===== src/source/fetch_pkg.sv =====
/*
  Shared types and sizing for the instruction fetch subsystem.
  Imported by the RTL modules and by the testbench checker.
*/

package fetch_pkg;

  //////////////////////////////////////////////////////////////////////
  // sizing
  //////////////////////////////////////////////////////////////////////

  // address and instruction width
  localparam int XLEN = 32;

  // prefetch FIFO entries, also the limit on transactions in flight
  localparam int FETCH_FIFO_DEPTH = 2;

  // vectored interrupt index width
  localparam int IRQ_ID_W = 5;

  // addi x0, x0, 0 held in IF/ID after reset
  localparam logic [XLEN-1:0] NOP_INSTR = 32'h0000_0013;

  //////////////////////////////////////////////////////////////////////
  // enums
  //////////////////////////////////////////////////////////////////////

  // where the next fetch comes from on a redirect
  typedef enum logic [2:0] {
    PC_BOOT,
    PC_JUMP,
    PC_BRANCH,
    PC_TRAP,
    PC_MRET,
    PC_DRET,
    PC_FENCEI
  } pc_src_e;

  // kind of trap target
  typedef enum logic [1:0] {
    TRAP_EXC,
    TRAP_IRQ,
    TRAP_DBG_HALT,
    TRAP_DBG_EXC
  } trap_vec_e;

  // compressed forms handled by the expander
  typedef enum logic [3:0] {
    C_ADDI,
    C_LI,
    C_LW,
    C_SW,
    C_J,
    C_MV,
    C_ADD,
    C_ILLEGAL
  } rvc_op_e;

endpackage

===== src/source/fetch_stage.sv =====
/*
  Instruction fetch stage top: PC selection, prefetch, compressed
  expansion and the IF/ID register facing decode.
  The register holds while decode stalls and loads one word per handshake.
*/

`timescale 1ns/1ps

module fetch_stage (
  input  logic                          clk,
  input  logic                          rst_n,
  input  logic                          req_i,
  input  logic                          kill_if_i,
  input  logic                          pc_set_i,
  input  fetch_pkg::pc_src_e            pc_src_i,
  input  fetch_pkg::trap_vec_e          trap_vec_i,
  input  logic [fetch_pkg::IRQ_ID_W-1:0] irq_id_i,
  input  logic [fetch_pkg::XLEN-1:0]    boot_addr_i,
  input  logic [23:0]                   mtvec_addr_i,
  input  logic [fetch_pkg::XLEN-1:0]    dm_halt_addr_i,
  input  logic [fetch_pkg::XLEN-1:0]    dm_exception_addr_i,
  input  logic [fetch_pkg::XLEN-1:0]    jump_target_i,
  input  logic [fetch_pkg::XLEN-1:0]    branch_target_i,
  input  logic [fetch_pkg::XLEN-1:0]    mepc_i,
  input  logic [fetch_pkg::XLEN-1:0]    dpc_i,
  input  logic [fetch_pkg::XLEN-1:0]    wb_pc_i,
  input  logic                          clear_instr_valid_i,
  input  logic                          halt_if_i,
  input  logic                          id_ready_i,
  output logic                          instr_req_o,
  output logic [fetch_pkg::XLEN-1:0]    instr_addr_o,
  input  logic                          instr_gnt_i,
  input  logic                          instr_rvalid_i,
  input  logic [fetch_pkg::XLEN-1:0]    instr_rdata_i,
  input  logic                          instr_err_i,
  output logic                          instr_valid_o,
  output logic [fetch_pkg::XLEN-1:0]    instr_o,
  output logic [fetch_pkg::XLEN-1:0]    pc_id_o,
  output logic                          is_compressed_o,
  output logic                          illegal_c_o,
  output logic                          bus_err_o,
  output logic [15:0]                   compressed_instr_o,
  output logic [fetch_pkg::XLEN-1:0]    pc_if_o,
  output logic                          mtvec_init_o,
  output logic                          busy_o
);
  import fetch_pkg::*;

  logic [XLEN-1:0] branch_addr;
  logic            fetch_valid;
  logic [XLEN-1:0] fetch_data;
  logic            fetch_err;
  logic [XLEN-1:0] fetch_pc;
  logic [XLEN-1:0] exp_instr;
  logic            exp_compressed;
  logic            exp_illegal;
  logic            if_ready;
  logic            if_valid;

  fetch_pc_select pc_select_i (
    .pc_src_i            (pc_src_i),
    .trap_vec_i          (trap_vec_i),
    .irq_id_i            (irq_id_i),
    .boot_addr_i         (boot_addr_i),
    .mtvec_addr_i        (mtvec_addr_i),
    .dm_halt_addr_i      (dm_halt_addr_i),
    .dm_exception_addr_i (dm_exception_addr_i),
    .jump_target_i       (jump_target_i),
    .branch_target_i     (branch_target_i),
    .mepc_i              (mepc_i),
    .dpc_i               (dpc_i),
    .wb_pc_i             (wb_pc_i),
    .target_o            (branch_addr)
  );

  fetch_prefetch prefetch_i (
    .clk            (clk),
    .rst_n          (rst_n),
    .enable_i       (req_i),
    .kill_i         (kill_if_i),
    .branch_req_i   (pc_set_i),
    .branch_addr_i  (branch_addr),
    .ready_i        (if_ready),
    .valid_o        (fetch_valid),
    .instr_o        (fetch_data),
    .err_o          (fetch_err),
    .pc_o           (fetch_pc),
    .instr_req_o    (instr_req_o),
    .instr_addr_o   (instr_addr_o),
    .instr_gnt_i    (instr_gnt_i),
    .instr_rvalid_i (instr_rvalid_i),
    .instr_rdata_i  (instr_rdata_i),
    .instr_err_i    (instr_err_i),
    .busy_o         (busy_o)
  );

  fetch_rvc_expand rvc_expand_i (
    .instr_i         (fetch_data),
    .instr_o         (exp_instr),
    .is_compressed_o (exp_compressed),
    .illegal_o       (exp_illegal)
  );

  //////////////////////////////////////////////////////////////////////
  // handshake with decode
  //////////////////////////////////////////////////////////////////////

  assign if_ready = id_ready_i & ~halt_if_i;
  // a redirect or kill in this cycle makes the head word stale
  assign if_valid = if_ready & fetch_valid & ~pc_set_i & ~kill_if_i;

  // CSR file initialises mtvec on the boot redirect
  assign mtvec_init_o = pc_set_i & (pc_src_i == PC_BOOT);
  assign pc_if_o      = fetch_pc;

  // IF/ID register, frozen unless a word is handed over
  always_ff @(posedge clk or negedge rst_n)
  begin
    if (!rst_n)
    begin
      instr_valid_o      <= 1'b0;
      instr_o            <= NOP_INSTR;
      pc_id_o            <= '0;
      is_compressed_o    <= 1'b0;
      illegal_c_o        <= 1'b0;
      bus_err_o          <= 1'b0;
      compressed_instr_o <= '0;
    end
    else if (if_valid)
    begin
      instr_valid_o      <= 1'b1;
      instr_o            <= exp_instr;
      pc_id_o            <= fetch_pc;
      is_compressed_o    <= exp_compressed;
      illegal_c_o        <= exp_illegal;
      bus_err_o          <= fetch_err;
      compressed_instr_o <= fetch_data[15:0];
    end
    else if (clear_instr_valid_i)
      instr_valid_o <= 1'b0;
  end

endmodule


===== src/source/fetch_rvc_expand.sv =====
/*
  Compressed instruction expander for the FIFO head word.
  Known 16-bit forms are rebuilt as their 32-bit equivalents, other
  compressed forms are flagged illegal and full words pass through.
*/

`timescale 1ns/1ps

module fetch_rvc_expand (
  input  logic [fetch_pkg::XLEN-1:0] instr_i,
  output logic [fetch_pkg::XLEN-1:0] instr_o,
  output logic                       is_compressed_o,
  output logic                       illegal_o
);
  import fetch_pkg::*;

  rvc_op_e op;

  // quadrant and funct3 select the form
  always_comb
  begin
    op = C_ILLEGAL;
    case (instr_i[1:0])
      2'b00:
      begin
        if (instr_i[15:13] == 3'b010)
          op = C_LW;
        else if (instr_i[15:13] == 3'b110)
          op = C_SW;
      end
      2'b01:
      begin
        if (instr_i[15:13] == 3'b000)
          op = C_ADDI;
        else if (instr_i[15:13] == 3'b010)
          op = C_LI;
        else if (instr_i[15:13] == 3'b101)
          op = C_J;
      end
      2'b10:
      begin
        // rs2 of zero means jr/jalr/ebreak, not handled here
        if (instr_i[15:13] == 3'b100 && instr_i[6:2] != 5'd0)
          op = instr_i[12] ? C_ADD : C_MV;
      end
      default: op = C_ILLEGAL;
    endcase
  end

  always_comb
  begin
    is_compressed_o = (instr_i[1:0] != 2'b11);
    illegal_o       = 1'b0;
    instr_o         = instr_i;
    if (is_compressed_o)
    begin
      case (op)
        // lw rd', uimm(rs1')
        C_LW:   instr_o = {5'd0, instr_i[5], instr_i[12:10], instr_i[6], 2'b00,
                           2'b01, instr_i[9:7], 3'b010, 2'b01, instr_i[4:2], 7'b0000011};
        // sw rs2', uimm(rs1')
        C_SW:   instr_o = {5'd0, instr_i[5], instr_i[12], 2'b01, instr_i[4:2],
                           2'b01, instr_i[9:7], 3'b010, instr_i[11:10], instr_i[6],
                           2'b00, 7'b0100011};
        // addi rd, rd, imm
        C_ADDI: instr_o = {{6{instr_i[12]}}, instr_i[12], instr_i[6:2], instr_i[11:7],
                           3'b000, instr_i[11:7], 7'b0010011};
        // addi rd, x0, imm
        C_LI:   instr_o = {{6{instr_i[12]}}, instr_i[12], instr_i[6:2], 5'd0,
                           3'b000, instr_i[11:7], 7'b0010011};
        // jal x0, offset with the scrambled immediate put back in order
        C_J:    instr_o = {instr_i[12], instr_i[8], instr_i[10:9], instr_i[6], instr_i[7],
                           instr_i[2], instr_i[11], instr_i[5:3], instr_i[12],
                           {8{instr_i[12]}}, 5'd0, 7'b1101111};
        C_MV:   instr_o = {7'd0, instr_i[6:2], 5'd0, 3'b000, instr_i[11:7], 7'b0110011};
        C_ADD:  instr_o = {7'd0, instr_i[6:2], instr_i[11:7], 3'b000, instr_i[11:7],
                           7'b0110011};
        default:
        begin
          // raw halfword goes on to decode for the trap
          instr_o   = {16'd0, instr_i[15:0]};
          illegal_o = 1'b1;
        end
      endcase
    end
  end

endmodule


===== src/source/fetch_prefetch.sv =====
/*
  Prefetch unit: issues word fetches on the request/grant/rvalid port,
  drops responses that belong to a flushed path, and buffers the rest
  in a small FIFO read by the fetch stage.
*/

`timescale 1ns/1ps

module fetch_prefetch (
  input  logic                          clk,
  input  logic                          rst_n,
  input  logic                          enable_i,
  input  logic                          kill_i,
  input  logic                          branch_req_i,
  input  logic [fetch_pkg::XLEN-1:0]    branch_addr_i,
  input  logic                          ready_i,
  output logic                          valid_o,
  output logic [fetch_pkg::XLEN-1:0]    instr_o,
  output logic                          err_o,
  output logic [fetch_pkg::XLEN-1:0]    pc_o,
  output logic                          instr_req_o,
  output logic [fetch_pkg::XLEN-1:0]    instr_addr_o,
  input  logic                          instr_gnt_i,
  input  logic                          instr_rvalid_i,
  input  logic [fetch_pkg::XLEN-1:0]    instr_rdata_i,
  input  logic                          instr_err_i,
  output logic                          busy_o
);
  import fetch_pkg::*;

  logic [XLEN-1:0]                       fetch_addr_q;
  logic [XLEN-1:0]                       rsp_pc_q;
  logic                                  active_q;
  logic [$clog2(FETCH_FIFO_DEPTH):0]     out_cnt_q;
  logic [$clog2(FETCH_FIFO_DEPTH):0]     out_cnt_n;
  logic [$clog2(FETCH_FIFO_DEPTH):0]     discard_cnt_q;
  logic [$clog2(FETCH_FIFO_DEPTH):0]     fifo_cnt_q;
  logic [$clog2(FETCH_FIFO_DEPTH)-1:0]   wr_ptr_q;
  logic [$clog2(FETCH_FIFO_DEPTH)-1:0]   rd_ptr_q;
  logic [XLEN-1:0]                       data_q [FETCH_FIFO_DEPTH];
  logic                                  err_q  [FETCH_FIFO_DEPTH];
  logic [XLEN-1:0]                       pc_q   [FETCH_FIFO_DEPTH];
  logic                                  flush;
  logic                                  gnt_hs;
  logic                                  rsp_drop;
  logic                                  push;
  logic                                  pop;

  assign flush    = branch_req_i | kill_i;
  assign gnt_hs   = instr_req_o & instr_gnt_i;
  // responses still owed to a flushed path
  assign rsp_drop = instr_rvalid_i & (discard_cnt_q != '0);
  assign push     = instr_rvalid_i & ~rsp_drop & ~flush;
  assign pop      = ready_i & valid_o & ~flush;

  // in flight plus buffered never exceeds the FIFO, so rvalid always fits
  assign instr_req_o  = enable_i & active_q & ~flush &
                        ((out_cnt_q + fifo_cnt_q) < FETCH_FIFO_DEPTH);
  assign instr_addr_o = fetch_addr_q;
  assign busy_o       = (out_cnt_q != '0);

  // outstanding count after this cycle's grant and response
  always_comb
  begin
    out_cnt_n = out_cnt_q;
    if (gnt_hs && !instr_rvalid_i)
      out_cnt_n = out_cnt_q + 1'b1;
    else if (!gnt_hs && instr_rvalid_i)
      out_cnt_n = out_cnt_q - 1'b1;
  end

  //////////////////////////////////////////////////////////////////////
  // address generation and transaction tracking
  //////////////////////////////////////////////////////////////////////

  always_ff @(posedge clk or negedge rst_n)
  begin
    if (!rst_n)
    begin
      active_q      <= 1'b0;
      fetch_addr_q  <= '0;
      rsp_pc_q      <= '0;
      out_cnt_q     <= '0;
      discard_cnt_q <= '0;
    end
    else
    begin
      out_cnt_q <= out_cnt_n;
      if (branch_req_i)
      begin
        // redirect restarts both request and response address
        active_q     <= 1'b1;
        fetch_addr_q <= {branch_addr_i[XLEN-1:2], 2'b00};
        rsp_pc_q     <= {branch_addr_i[XLEN-1:2], 2'b00};
      end
      else if (kill_i)
        // next kept response is the next unrequested word
        rsp_pc_q <= fetch_addr_q;
      else
      begin
        if (gnt_hs)
          fetch_addr_q <= fetch_addr_q + 32'd4;
        if (push)
          rsp_pc_q <= rsp_pc_q + 32'd4;
      end
      // every transaction still in flight at a flush is thrown away
      if (flush)
        discard_cnt_q <= out_cnt_n;
      else if (rsp_drop)
        discard_cnt_q <= discard_cnt_q - 1'b1;
    end
  end

  //////////////////////////////////////////////////////////////////////
  // instruction FIFO
  //////////////////////////////////////////////////////////////////////

  always_ff @(posedge clk or negedge rst_n)
  begin
    if (!rst_n)
    begin
      wr_ptr_q   <= '0;
      rd_ptr_q   <= '0;
      fifo_cnt_q <= '0;
    end
    else if (flush)
    begin
      wr_ptr_q   <= '0;
      rd_ptr_q   <= '0;
      fifo_cnt_q <= '0;
    end
    else
    begin
      if (push)
        wr_ptr_q <= wr_ptr_q + 1'b1;
      if (pop)
        rd_ptr_q <= rd_ptr_q + 1'b1;
      if (push && !pop)
        fifo_cnt_q <= fifo_cnt_q + 1'b1;
      else if (pop && !push)
        fifo_cnt_q <= fifo_cnt_q - 1'b1;
    end
  end

  // word, bus error and its PC
  always_ff @(posedge clk)
  begin
    if (push)
    begin
      data_q[wr_ptr_q] <= instr_rdata_i;
      err_q[wr_ptr_q]  <= instr_err_i;
      pc_q[wr_ptr_q]   <= rsp_pc_q;
    end
  end

  assign valid_o = (fifo_cnt_q != '0);
  assign instr_o = data_q[rd_ptr_q];
  assign err_o   = err_q[rd_ptr_q];
  assign pc_o    = pc_q[rd_ptr_q];

endmodule


===== src/source/fetch_pc_select.sv =====
/*
  Next fetch address selection for a redirect.
  Purely combinational; the fetch stage feeds the result to the prefetch
  unit together with pc_set_i.
*/

`timescale 1ns/1ps

module fetch_pc_select (
  input  fetch_pkg::pc_src_e              pc_src_i,
  input  fetch_pkg::trap_vec_e            trap_vec_i,
  input  logic [fetch_pkg::IRQ_ID_W-1:0]  irq_id_i,
  input  logic [fetch_pkg::XLEN-1:0]      boot_addr_i,
  input  logic [23:0]                     mtvec_addr_i,
  input  logic [fetch_pkg::XLEN-1:0]      dm_halt_addr_i,
  input  logic [fetch_pkg::XLEN-1:0]      dm_exception_addr_i,
  input  logic [fetch_pkg::XLEN-1:0]      jump_target_i,
  input  logic [fetch_pkg::XLEN-1:0]      branch_target_i,
  input  logic [fetch_pkg::XLEN-1:0]      mepc_i,
  input  logic [fetch_pkg::XLEN-1:0]      dpc_i,
  input  logic [fetch_pkg::XLEN-1:0]      wb_pc_i,
  output logic [fetch_pkg::XLEN-1:0]      target_o
);
  import fetch_pkg::*;

  logic [XLEN-1:0] trap_addr;
  logic [XLEN-1:0] sel_addr;

  // trap target
  always_comb
  begin
    case (trap_vec_i)
      // all exceptions share the table base
      TRAP_EXC:      trap_addr = {mtvec_addr_i, 8'h00};
      // one word per interrupt line above the base
      TRAP_IRQ:      trap_addr = {mtvec_addr_i, 1'b0, irq_id_i, 2'b00};
      TRAP_DBG_HALT: trap_addr = {dm_halt_addr_i[XLEN-1:2], 2'b00};
      TRAP_DBG_EXC:  trap_addr = {dm_exception_addr_i[XLEN-1:2], 2'b00};
      default:       trap_addr = {mtvec_addr_i, 8'h00};
    endcase
  end

  // source mux
  always_comb
  begin
    case (pc_src_i)
      PC_BOOT:   sel_addr = {boot_addr_i[XLEN-1:2], 2'b00};
      PC_JUMP:   sel_addr = jump_target_i;
      PC_BRANCH: sel_addr = branch_target_i;
      PC_TRAP:   sel_addr = trap_addr;
      PC_MRET:   sel_addr = mepc_i;
      PC_DRET:   sel_addr = dpc_i;
      // restart right after the fence so the refetch sees new memory
      PC_FENCEI: sel_addr = wb_pc_i + 32'd4;
      default:   sel_addr = {boot_addr_i[XLEN-1:2], 2'b00};
    endcase
  end

  // bit 0 is never set in a fetch address
  assign target_o = {sel_addr[XLEN-1:1], 1'b0};

endmodule


===== config.mk =====
export PLATFORM = sky130hd
export DESIGN_NAME = fetch_stage
export DESIGN_NICKNAME = d
export VERILOG_FILES = /design/src/source/fetch_pkg.sv /design/src/source/fetch_stage.sv /design/src/source/fetch_rvc_expand.sv /design/src/source/fetch_prefetch.sv /design/src/source/fetch_pc_select.sv
export SDC_FILE = /design/constraint.sdc
export NUM_CORES = 1
export LEC_CHECK = 0
export ABC_AREA = 1
export CORE_AREA = 2 2 190 192
export CTS_CLUSTER_DIAMETER = 80
export CTS_CLUSTER_SIZE = 28
export DETAILED_ROUTE_END_ITERATION = 16
export DIE_AREA = 0 0 192 194
export DONT_BUFFER_PORTS = 1
export PLACE_DENSITY_LB_ADDON = 0.08
export RECOVER_POWER = 50
export REMOVE_ABC_BUFFERS = 1
export SLEW_MARGIN = 20
export SYNTH_ARGS = -nofsm -noshare
export SYNTH_HDL_FRONTEND = slang
export SYNTH_SLANG_ARGS = --single-unit

===== constraint.sdc =====
create_clock -name clk -period 8.6 [get_ports clk]
set_clock_uncertainty 0.1 [all_clocks]
set_input_delay 0.86 -clock clk [delete_from_list [all_inputs] [get_ports clk]]
set_output_delay 0.86 -clock clk [all_outputs]
set_load 0.1 [all_outputs]

# Word level (Yosys, flattened, before mapping)
# Memory sizes are Yosys's and may differ from the RTL's. A register that Yosys moved wholly into a read port is not among the register bits.
# Cells that the tools add are included.
# totals
register_bits	156
ram_bits	130
in_bits	333
out_inout_bits	151
wordCells	134
n_memories	3
# classes
add_sub_neg	11
n_lt_le_gt_ge	1
eq_ne	23
n_mux	35
bitwise_logic	19
reduce_logical	28
# mem_list
name	depth	width	read_ports	rd_ports_with_merged_regs	wr	line_no	text
prefetch_i.data_q	2	32	1	0	1	fetch_prefetch.sv:40	logic [XLEN-1:0] data_q [FETCH_FIFO_DEPTH];
prefetch_i.pc_q	2	32	1	0	1	fetch_prefetch.sv:42	logic [XLEN-1:0] pc_q [FETCH_FIFO_DEPTH];
prefetch_i.err_q	2	1	1	1	1	fetch_prefetch.sv:41	logic err_q [FETCH_FIFO_DEPTH];
# ops
cell	n
$mux 32	7
$pmux 32 s7	1
$pmux 32 s6	1
$pmux 32 s4	1
$add 32x3->32 const B	3
$lt 32x2->1 const B	1
$eq 3x3->1 const B	6
$mux 2	9
$mux 4	4
$reduce_bool 2->1	8
$and 1x1->1	13
$eq 4x3->1 const B	3
$pmux 4 s3	1
$mux 1	10
$eq 3x2->1 const B	3
$eq 4x2->1 const B	2
$reduce_or 7->1	1
$eq 2x2->1 const B	3
$logic_not 3->1	2
$reduce_bool 3->1	2
$sub 2x1->2 const B	3
$logic_and 1x1->1	5
$logic_not 1->1	5
$not 1->1	5
other kinds (14)	18

# Longest topological paths before layout
# Gate-level depths: netlist of run 1.
# logic_depth
depth_word	10
depth_mapped	17
mapped_depth_nobuf	16

# Hierarchy
# A second synthesis of run 1 with hierarchy kept.
# hier_totals
cells_unflattened	2431
area_unflattened_um2	17402.9
# by_module_without_submodules
mod	instances	cells_per_inst	area_each_um2	seq_area_each_um2
fetch_prefetch	1	1143	9750.6	5595.4
fetch_stage	1	378	3525.9	2105.8
fetch_pc_select	1	729	3269.4	0.0
fetch_rvc_expand	1	181	857.1	0.0

# Least setup slack after synthesis of run 1
# Ideal clock, no wire load.
# synth_timing
path_type	input to register
start	input pc_set_i
end	memory prefetch_i.data_q[1][0], enable pin
setup_time_ns	0.565
arrival_ns	5.660
required_time_ns	7.935
slack_ns	2.275
stages	4
path_buffers	1
cell_sequence	inv_1 -> nand2_2 -> clkbuf_1 -> nor3_1
# synth_via
elab_chain_cells	5
# synth_rtl
item	line_no	text
start: declaration	fetch_stage.sv:14	input logic pc_set_i,
$or 1x1->1	fetch_prefetch.sv:49	assign flush = branch_req_i | kill_i;
$not 1->1	fetch_prefetch.sv:53	assign push = instr_rvalid_i & ~rsp_drop & ~flush;
$and 1x1->1	fetch_prefetch.sv:53	
$mux 1	fetch_prefetch.sv:148	if (push)
$mux 1 (not written as such)	fetch_prefetch.sv:150	data_q[wr_ptr_q] <= instr_rdata_i;
end: declaration	fetch_prefetch.sv:40	
# Every way passes these cells.

# Worst setup path in the final report of run 1
# layout_timing
start	input kill_if_i
end	memory prefetch_i.data_q[1][25], enable pin
# layout_via
elab_chain_cells	5
# layout_rtl
item	line_no	text
start: declaration	fetch_stage.sv:13	input logic kill_if_i,
$or 1x1->1	fetch_prefetch.sv:49	
$not 1->1	fetch_prefetch.sv:53	
$and 1x1->1	fetch_prefetch.sv:53	
$mux 1	fetch_prefetch.sv:148	
$mux 1 (not written as such)	fetch_prefetch.sv:150	
# Every way passes these cells.

==> results of run 1 <==
[kinds of logic (layout without fill, tap and decap cells)]
kind of cell    after synthesis  in the layout
simple gates               1188           1188
compound gates              325            325
buf+inv                     285            258
flops                       281            281
xor+xnor                     23             23
fa+ha+maj                     7              7
other cells                   1             13
[metal layers]
metal	up-vias	global-route usage (%)	part of all wire, %
met5	-	0	0
met4	0	12.8	4.4
met3	93	9.43	9.8
met2	590	50.5	45
met1	7019	41.2	40
li1	6948	-	-
[layout by cell type (no fill, tap or decap), types with 4 or more instances in the layout]
cell type,Yosys,final
a22oi_1,23,23
dfrtp_1,150,148
a221oi_1,9,9
nand4_1,52,52
xor2_1,17,17
o31ai_1,14,14
nor2_1,179,177
a31oi_1,13,13
o21ai_1,13,13
inv_2,15,15
xnor2_1,6,6
a21oi_1,76,76
a211oi_1,9,9
nor4_1,7,6
clkbuf_16,0,20
buf_4,5,15
nand3_1,124,124
o21bai_1,6,6
o221ai_1,4,4
o211ai_1,23,23
ha_1,6,6
nand2_1,716,716
edfxtp_1,128,128
nand2_2,11,11
o21ai_0,111,111
a22o_1,6,6
nor3_1,36,35
nor2_2,8,10
inv_1,184,185
nand3b_1,8,8
a31o_2,6,6
clkbuf_1,58,10
diode_2,0,11
or2_2,34,34
[worst max-delay path, stage by stage]
cell and delay, ps:
inv_1 180, nand2_1 570, nor3_1 330, clkbuf_1 2700
[layout make-up]
cell class | instances | share of cell area, %
well taps | 461 | 3.34
inverters | 200 | 4.35
clock buffers | 20 | 2.78
flip-flops and latches | 281 | 44.5
diodes | 11 | 0.160
clock inverters | 12 | 1.10
multi-input cells | 1545 | 42.7
repair buffers | 26 | 1.02
[power breakdown]
group / total, mW / switching (mW) / internal, mW
Sequential: 3.26 / 1.61 / 1.65
Combinational: 0.908 / 0.649 / 0.259
Clock: 1.01 / 0.532 / 0.475
Total: 5.18 / 2.79 / 2.38
[flip-flops by register name (all words and copies together) (netlist names), 2 cells and up]
signal / cells
compressed_instr_o: 16
instr_o: 32
pc_id_o: 31
prefetch_i.data_q: 64
prefetch_i.discard_cnt_q: 2
prefetch_i.err_q: 2
prefetch_i.fifo_cnt_q: 2
prefetch_i.instr_addr_o: 30
prefetch_i.out_cnt_q: 2
prefetch_i.pc_q: 62
prefetch_i.rsp_pc_q: 31
[through the flow]
stage | utilization [%] | total power [mW] | cells | instance area [um^2] | hold slack [ps]
floorplan | - | 3.89 | 2026 | 15800 | 339
global placement | 47.1 | 4.16 | 2512 | 16600 | 354
detailed placement | 47.1 | 4.19 | 2512 | 16600 | 360
CTS | 49.1 | 5.21 | 2545 | 17300 | 41.3
global route | 49.0 | 5.40 | 2555 | 17200 | 37.9
finish | 49.0 | 5.18 | 2556 | 17300 | 61.5
[worst max path at each step]
| stage | depth (start not counted) | endpoint | from |
|---|---|---|---|
| after detailed placement | 10 | prefetch_i.instr_addr_o[11] | kill_if_i |
| after global placement | 10 | prefetch_i.instr_addr_o[11] | kill_if_i |
| after global routing | 1 | prefetch_i.rd_ptr_q | rst_n |
| final | 4 | prefetch_i.data_q[1][25] | kill_if_i |
| after CTS | 12 | prefetch_i.instr_addr_o[11] | prefetch_i.fifo_cnt_q[0] |
| after floorplan | 8 | prefetch_i.fifo_cnt_q[1] | pc_set_i |
==> results.cfg, run 1 <==
[timing]
worstMarginPinSlew_ps = 4060
slew_headroom_pct = -170
min_period_ps = 4790
final_hold_viol_count = 0
timing.fmax_mhz = 209
rsz0062_at_grt = no
setup_slack_ps = 3810
setup_violations = 0
period_share_pct = 55.7
fin_setup_tns_ps = 0
slew_viol_final = 242

[floorplan]
num_rows = 69
die_y_um = 194
io_pins = 484
die_w_um = 192
start_util_pct = 45.8
die-area_mm2 = 0.0372
core_mm2 = 0.0352

[clocking]
clk_path_buf_depth = 3
cts_made_buffers = 18
path_clk_slew_ps = 90
cts_resized = 0
postCtsSetupBuffers = 0
cts.sinks = 281
cts_root_buf = clkbuf_16
clk_latency_ps = 540
cts_hold_buf = 1
cts_max_level = 1
cts_tree = yes

[global_routing]
grt_pass1_wl_um = 89500
grt_pass1_vias = 14200
grt_use_total_pct = 32.0
antenna_found_initial = 11
gr-total-overflow = 0
grt_max_degree = 151

[logic_synthesis]
yosysWarnings = 0
synth-edff-count = 128
synth_compound_area_share_pct = 12.2
synth.most_common_cell = nand2_1
synth_flop_cell = dfrtp_1
synth_top_family_by_area = simple AND/OR/NAND/NOR gates
syn_area_per_cell_um2 = 7.65
synthDistinctLibCells = 57
synthArstFlopShare_pct = 54.4
synth_cells = 2110
syn_area_mm2 = 0.0161
synth.ff_latch_count = 281
synth_area_leader_cell = edfxtp_1
synthXorXnorAreaFrac_pct = 1.25
yosys.area_share.adder_pct = 0.589
muxShareOfSynthArea_pct = 0
synth_common_cells = nand2_1 (716), inv_1 (184), nor2_1 (179), dfrtp_1 (150), edfxtp_1 (128)
synth_top_area_share_pct = 23.8
netlist_top_cells_area = edfxtp_1 (24%), dfrtp_1 (23%), nand2_1 (17%)
synth-seq-area-share_pct = 47.6
synthSimpleGateAreaFrac_pct = 31.5

[placed_design]
hpwlAfterDp_um = 46600
portBuffers = 0
place_congestion = 0.991
pre_cts_slack_ps = 3950

[routing]
wirelength_um = 60100
dr.pass1.iters = 5
drcViolationCount = 0
vias = 14700
wire_per_inst_um = 23.5
via_per_inst = 5.73
initialDrtViolationCount = 1202
antenna_left = 0

[layout]
fill_cells = 3523
area_delta_synth_final_pct = 6.89
finalNetCount = 2412
final_layout_size_suffix_gt1_share_pct = 6.86
multiInputGateArea_mm2 = 0.00737
seq_area_mm2 = 0.00768

[run]
drv_cap = 6

[pwr]
vdd_drop_max_mv = 0.277
p_per_area_mw_per_mm2 = 300
static-leakage-power_nw = 7.75

[run_status]
violations = capacitance limit, slew limit
status = finished with violations

[setup_path]
cp-start-kind = primary input
r2r_start = prefetch_i.fifo_cnt_q[0]
worstSetupPathType = in2reg
path_max_fanout = 64
arrival_ps = 4730
crit_required_ps = 8540
r2r_setup_slack_ps = 4080
reg2regPathDepth = 12
crit-reg2reg-capture = prefetch_i.instr_addr_o[11]
worstSetupEndpointType = flop

[min_path]
hold_path_class = in2async
Note: power is estimated with default switching activity, not from simulation.
==> run 2: changes to the inputs <==
==> constraint.sdc (replaced) <==
create_clock -name clk -period 4.8 [get_ports clk]
set_clock_uncertainty 0.1 [all_clocks]
set_input_delay 0.48 -clock clk [delete_from_list [all_inputs] [get_ports clk]]
set_output_delay 0.48 -clock clk [all_outputs]
set_load 0.1 [all_outputs]
==> results.cfg, run 2 (synthesis results as in run 1) <==
[clocking]
cts.sinks = 281
cts_tree = yes
clk_latency_ps = 530
cts_resized = 0
clk_path_buf_depth = 3
path_clk_slew_ps = 100
cts_max_level = 1
postCtsSetupBuffers = 0
cts_made_buffers = 17
cts_root_buf = clkbuf_16

[global_routing]
grt_pass1_vias = 14500
grt_use_total_pct = 32.3
grt_pass1_wl_um = 90700
grt_max_degree = 154
antenna_found_initial = 11
gr-total-overflow = 0

[setup_path]
path_cells = inv_1, buf_12, nand2_1, nand2_1
reg2regPathDepth = 11
crit_required_ps = 4220
cp_slowest_cell = inv_1
cp-start-kind = flop
path_max_fanout = 41
worst_path_largest_cell_delay_ps = 840
worstSetupEndpointType = output pin
arrival_ps = 3090
worstSetupPathType = reg2out
crit_path_frequent_cell = nand2_1

[placed_design]
pre_cts_slack_ps = 1630
portBuffers = 0
place_congestion = 0.991
hpwlAfterDp_um = 46600

[floorplan]
die_y_um = 194
core_mm2 = 0.0352
die-area_mm2 = 0.0372
io_pins = 484
num_rows = 69
die_w_um = 192
start_util_pct = 45.8

[routing]
antenna_left = 0
wirelength_um = 60300
vias = 14800
dr.pass1.iters = 5
initialDrtViolationCount = 1193
wire_per_inst_um = 23.2
via_per_inst = 5.70
drcViolationCount = 0

[layout]
seq_area_mm2 = 0.00768
final_cell_mix = nand2_1 (715), inv_1 (184), nor2_1 (176)
multiInputGateArea_mm2 = 0.00738
layout_commonest_cell = nand2_1
regMostFlops = prefetch_i.data_q
area_delta_synth_final_pct = 9.18
final_layout_size_suffix_gt1_share_pct = 6.86
fill_cells = 3534
finalNetCount = 2457
reg_top3 = prefetch_i.data_q x64, prefetch_i.pc_q x62, instr_o x32
largest_register_ffs = 64

[timing]
slew_viol_final = 353
slew_headroom_pct = -48.2
period_share_pct = 76.4
worstMarginPinSlew_ps = 2220
timing.fmax_mhz = 273
final_hold_viol_count = 0
min_period_ps = 3670
hold_slack_ps = 47.8
setup_slack_ps = 1130
rsz0062_at_grt = no
setup_violations = 0

[run_status]
violations = capacitance limit, slew limit
status = finished with violations

[min_path]
hold_path_depth = 2
hold_path_class = in2reg

[pwr]
p_per_area_mw_per_mm2 = 520
static-leakage-power_nw = 7.89
vdd_drop_max_mv = 0.436

[run]
drv_cap = 9
-- run 2: changes by cell type in the layout (fill, tap and decap cells not counted), sizes merged --
cell         before  now
buf              15   19
bufinv            1    0
clkbuf           31   36
dlygate4sd3       0   36
-- run 2: report_power, final --
part	total (mW)	switching, mW	internal [mW]
Combinational	1.71	1.22	0.493
Clock	1.65	0.925	0.721
Sequential	5.80	2.85	2.95
Total	9.16	4.99	4.17
-- run 2: layer usage --
metal  global-route usage (%)  routed length (um)  up-vias
met1                     41.7               24400     7025
met3                     9.09                5870      104
met2                     51.4               27400      652
met4                     12.5                2590        2
met5                        0                  15        -
li1                         -                   -     7040
-- run 2: critical path, delay by kind of cell, from the launching register on --
family / cells / cell delay, ps
flops: 1 / 560
simple gates: 2 / 820
buf+inv: 2 / 1160
-- run 2: what timing repair did --
| item | in CTS | in global routing |
|---|---|---|
| endpoints found under the setup margin | 0 | 0 |
| hold buffers | 37 | 0 |
| endpoints found under the hold margin | 222 | 0 |
-- run 2: area by class of cell --
type,instances,share of cell area (%)
multi-input combinational,1545,41.9
clock inverter,11,0.795
timing repair buffer,72,3.59
inverter,200,4.26
antenna,11,0.156
clock buffer,19,2.46
tap,461,3.27
sequential,281,43.6
-- run 2: worst paths after layout --
| kind | slack (ps) | startpoint | end |
|---|---|---|---|
| max | 1130 | prefetch_i.rd_ptr_q | pc_if_o[11] |
| min | 50 | pc_set_i | prefetch_i.instr_addr_o[5] |
| max reg2reg | 1140 | prefetch_i.instr_addr_o[5] | prefetch_i.instr_addr_o[20] |
| min reg2reg | 390 | prefetch_i.active_q | prefetch_i.active_q |
| max in group asynchronous | 1940 | rst_n | prefetch_i.rd_ptr_q |
| min in group asynchronous | 1200 | rst_n | pc_id_o[5] |
-- run 2: per-stage QoR --
stage	power, mW	cells	util (%)	setup TNS, ps	cell area, um^2
global route	9.57	2599	50.0	0	17600
CTS	9.22	2589	50.2	0	17700
detailed placement	7.52	2522	47.5	0	16700
floorplan	6.96	2026	-	-206040	15800
global placement	7.48	2522	47.5	0	16700
finish	9.16	2600	50.0	0	17600
==> run 3: changes to the inputs <==
==> constraint.sdc (replaced) <==
create_clock -name clk -period 3.8 [get_ports clk]
set_clock_uncertainty 0.1 [all_clocks]
set_input_delay 0.38 -clock clk [delete_from_list [all_inputs] [get_ports clk]]
set_output_delay 0.38 -clock clk [all_outputs]
set_load 0.1 [all_outputs]
==> results.cfg, run 3 (synthesis results as in run 1) <==
[pwr]
p_per_area_mw_per_mm2 = 652
static-leakage-power_nw = 8.07
vdd_drop_max_mv = 0.572

[timing]
slew_viol_final = 86
hold_slack_ps = -581
setup_violations = 0
worstMarginPinSlew_ps = 1620
slew_headroom_pct = -8.04
min_period_ps = 3450
rsz0062_at_grt = no
period_share_pct = 90.7
final_hold_viol_count = 153
setup_slack_ps = 355
timing.fmax_mhz = 290

[layout]
largest_register_ffs = 64
design_area_mm2 = 0.0179
reg_top3 = prefetch_i.data_q x64, prefetch_i.pc_q x62, instr_o x32
finalNetCount = 2501
final_layout_size_suffix_gt1_share_pct = 7.87
area_delta_synth_final_pct = 11.0
layout_commonest_cell = nand2_1
final_cell_mix = nand2_1 (716), inv_1 (185), nor2_1 (176)
final_util_pct = 50.9
regMostFlops = prefetch_i.data_q
finalNonFillerCells = 2644

[setup_path]
path_buf_inv = 2
crit_family = buffers and inverters
cp_slowest_cell = clkbuf_1
crit_path_frequent_cell = nand2_1
worst_path_largest_cell_delay_ps = 1040
path_max_fanout = 5
path_cells = clkbuf_1, inv_1, nor4_1, nand2_1, nor2_1, nand2_1, xnor2_1, o21ai_0, a21oi_1
worstSetupPathType = reg2reg
r2r_start = prefetch_i.instr_addr_o[12]
worstSetupEndpointType = flop
setup.worst_path.start = prefetch_i.instr_addr_o[12]
cp-start-kind = flop
crit_required_ps = 4080
arrival_ps = 3730

[routing]
initialDrtViolationCount = 1298
drcViolationCount = 0
via_per_inst = 5.68
vias = 15000
dr.pass1.iters = 8
wirelength_um = 60900
wire_per_inst_um = 23.0
antenna_left = 0

[clocking]
clk_latency_ps = 540
cts_tree = yes
path_clk_slew_ps = 100
cts_hold_buf = 36
cts_made_buffers = 18
cts.sinks = 281
cts_root_buf = clkbuf_16
clk_path_buf_depth = 3
cts_max_level = 1

[placed_design]
dpl_cell_area_mm2 = 0.0170
pre_cts_slack_ps = 776
place_congestion = 1.03
hpwlAfterDp_um = 47400
dp.cells = 2566
portBuffers = 0

[floorplan]
io_pins = 484
start_util_pct = 45.8
die-area_mm2 = 0.0372
core_mm2 = 0.0352
die_y_um = 194
num_rows = 69
die_w_um = 192

[global_routing]
grt_pass1_vias = 14500
gr-total-overflow = 0
grt_use_total_pct = 32.3
grt_max_degree = 154
antenna_found_initial = 11
grt_pass1_wl_um = 90200

[min_path]
hold_path_class = in2async

[run_status]
status = finished with violations
violations = hold timing, capacitance limit, slew limit

[run]
drv_cap = 10
-- run 3: changes by cell type in the layout (fill, tap and decap cells not counted), moves of 2 or more --
cell | previous run | this run
clkinv_8 | 1 | 4
dfstp_1 | 1 | 3
buf_4 | 16 | 46
clkbuf_2 | 2 | 0
clkinv_1 | 2 | 0
inv_12 | 4 | 0
inv_6 | 4 | 1
inv_8 | 0 | 4
clkinv_4 | 0 | 2
dfstp_2 | 2 | 0
clkbuf_1 | 15 | 32
-- run 3: area by class of cell --
cell class              count  area (um^2)
repair buffers            115          883
fillers                  3526        17300
diodes                     10         25.0
inverters                 200          751
well taps                 461          577
clock buffers              20          458
multi-input cells        1545         7370
clock inverters            12          166
flip-flops and latches    281         7680
-- run 3: final timing paths --
path | depth (start not counted) | slack [ps] | to
worst max-delay path | 9 | 350 | prefetch_i.instr_addr_o[30]
worst min-delay path | 0 | -580 | compressed_instr_o[13]
worst max register to register | 9 | 350 | prefetch_i.instr_addr_o[30]
worst min register to register | 0 | 350 | prefetch_i.pc_q[1][1]
max in group asynchronous | 0 | 3710 | prefetch_i.rsp_pc_q[4]
min in group clk | 3 | 30 | prefetch_i.instr_addr_o[2]
-- run 3: repair_timing --
action	in CTS	in global routing
resized for setup	0	0
setup buffers	0	0
hold endpoints to repair	227	153
-- run 3: where the power goes --
part | internal (mW) | switching [mW] | total [mW] | leakage (nW)
combinational | 0.658 | 1.78 | 2.44 | 4.67
sequential | 3.73 | 3.34 | 7.07 | 3.09
clock | 1.01 | 1.15 | 2.16 | 0.303
-- run 3: routing by layer --
metal  routed length (um)  part of all wire (%)  GRT usage (%)
met1                25100                    41           42.4
met2                27600                    45           50.9
met3                 5250                   8.6           7.64
met4                 2920                   4.8           13.8
met5                   12                 0.020              0
-- run 3: per-stage QoR --
stage / TNS (ps) / power [mW] / hold slack [ps]
after floorplan: -337820 / 8.79 / -15.6
after global routing: 0 / 12.1 / -601
after global placement: 0 / 9.51 / -12.5
after CTS: 0 / 11.8 / -599
final: 0 / 11.7 / -581
after detailed placement: 0 / 9.57 / -12.4
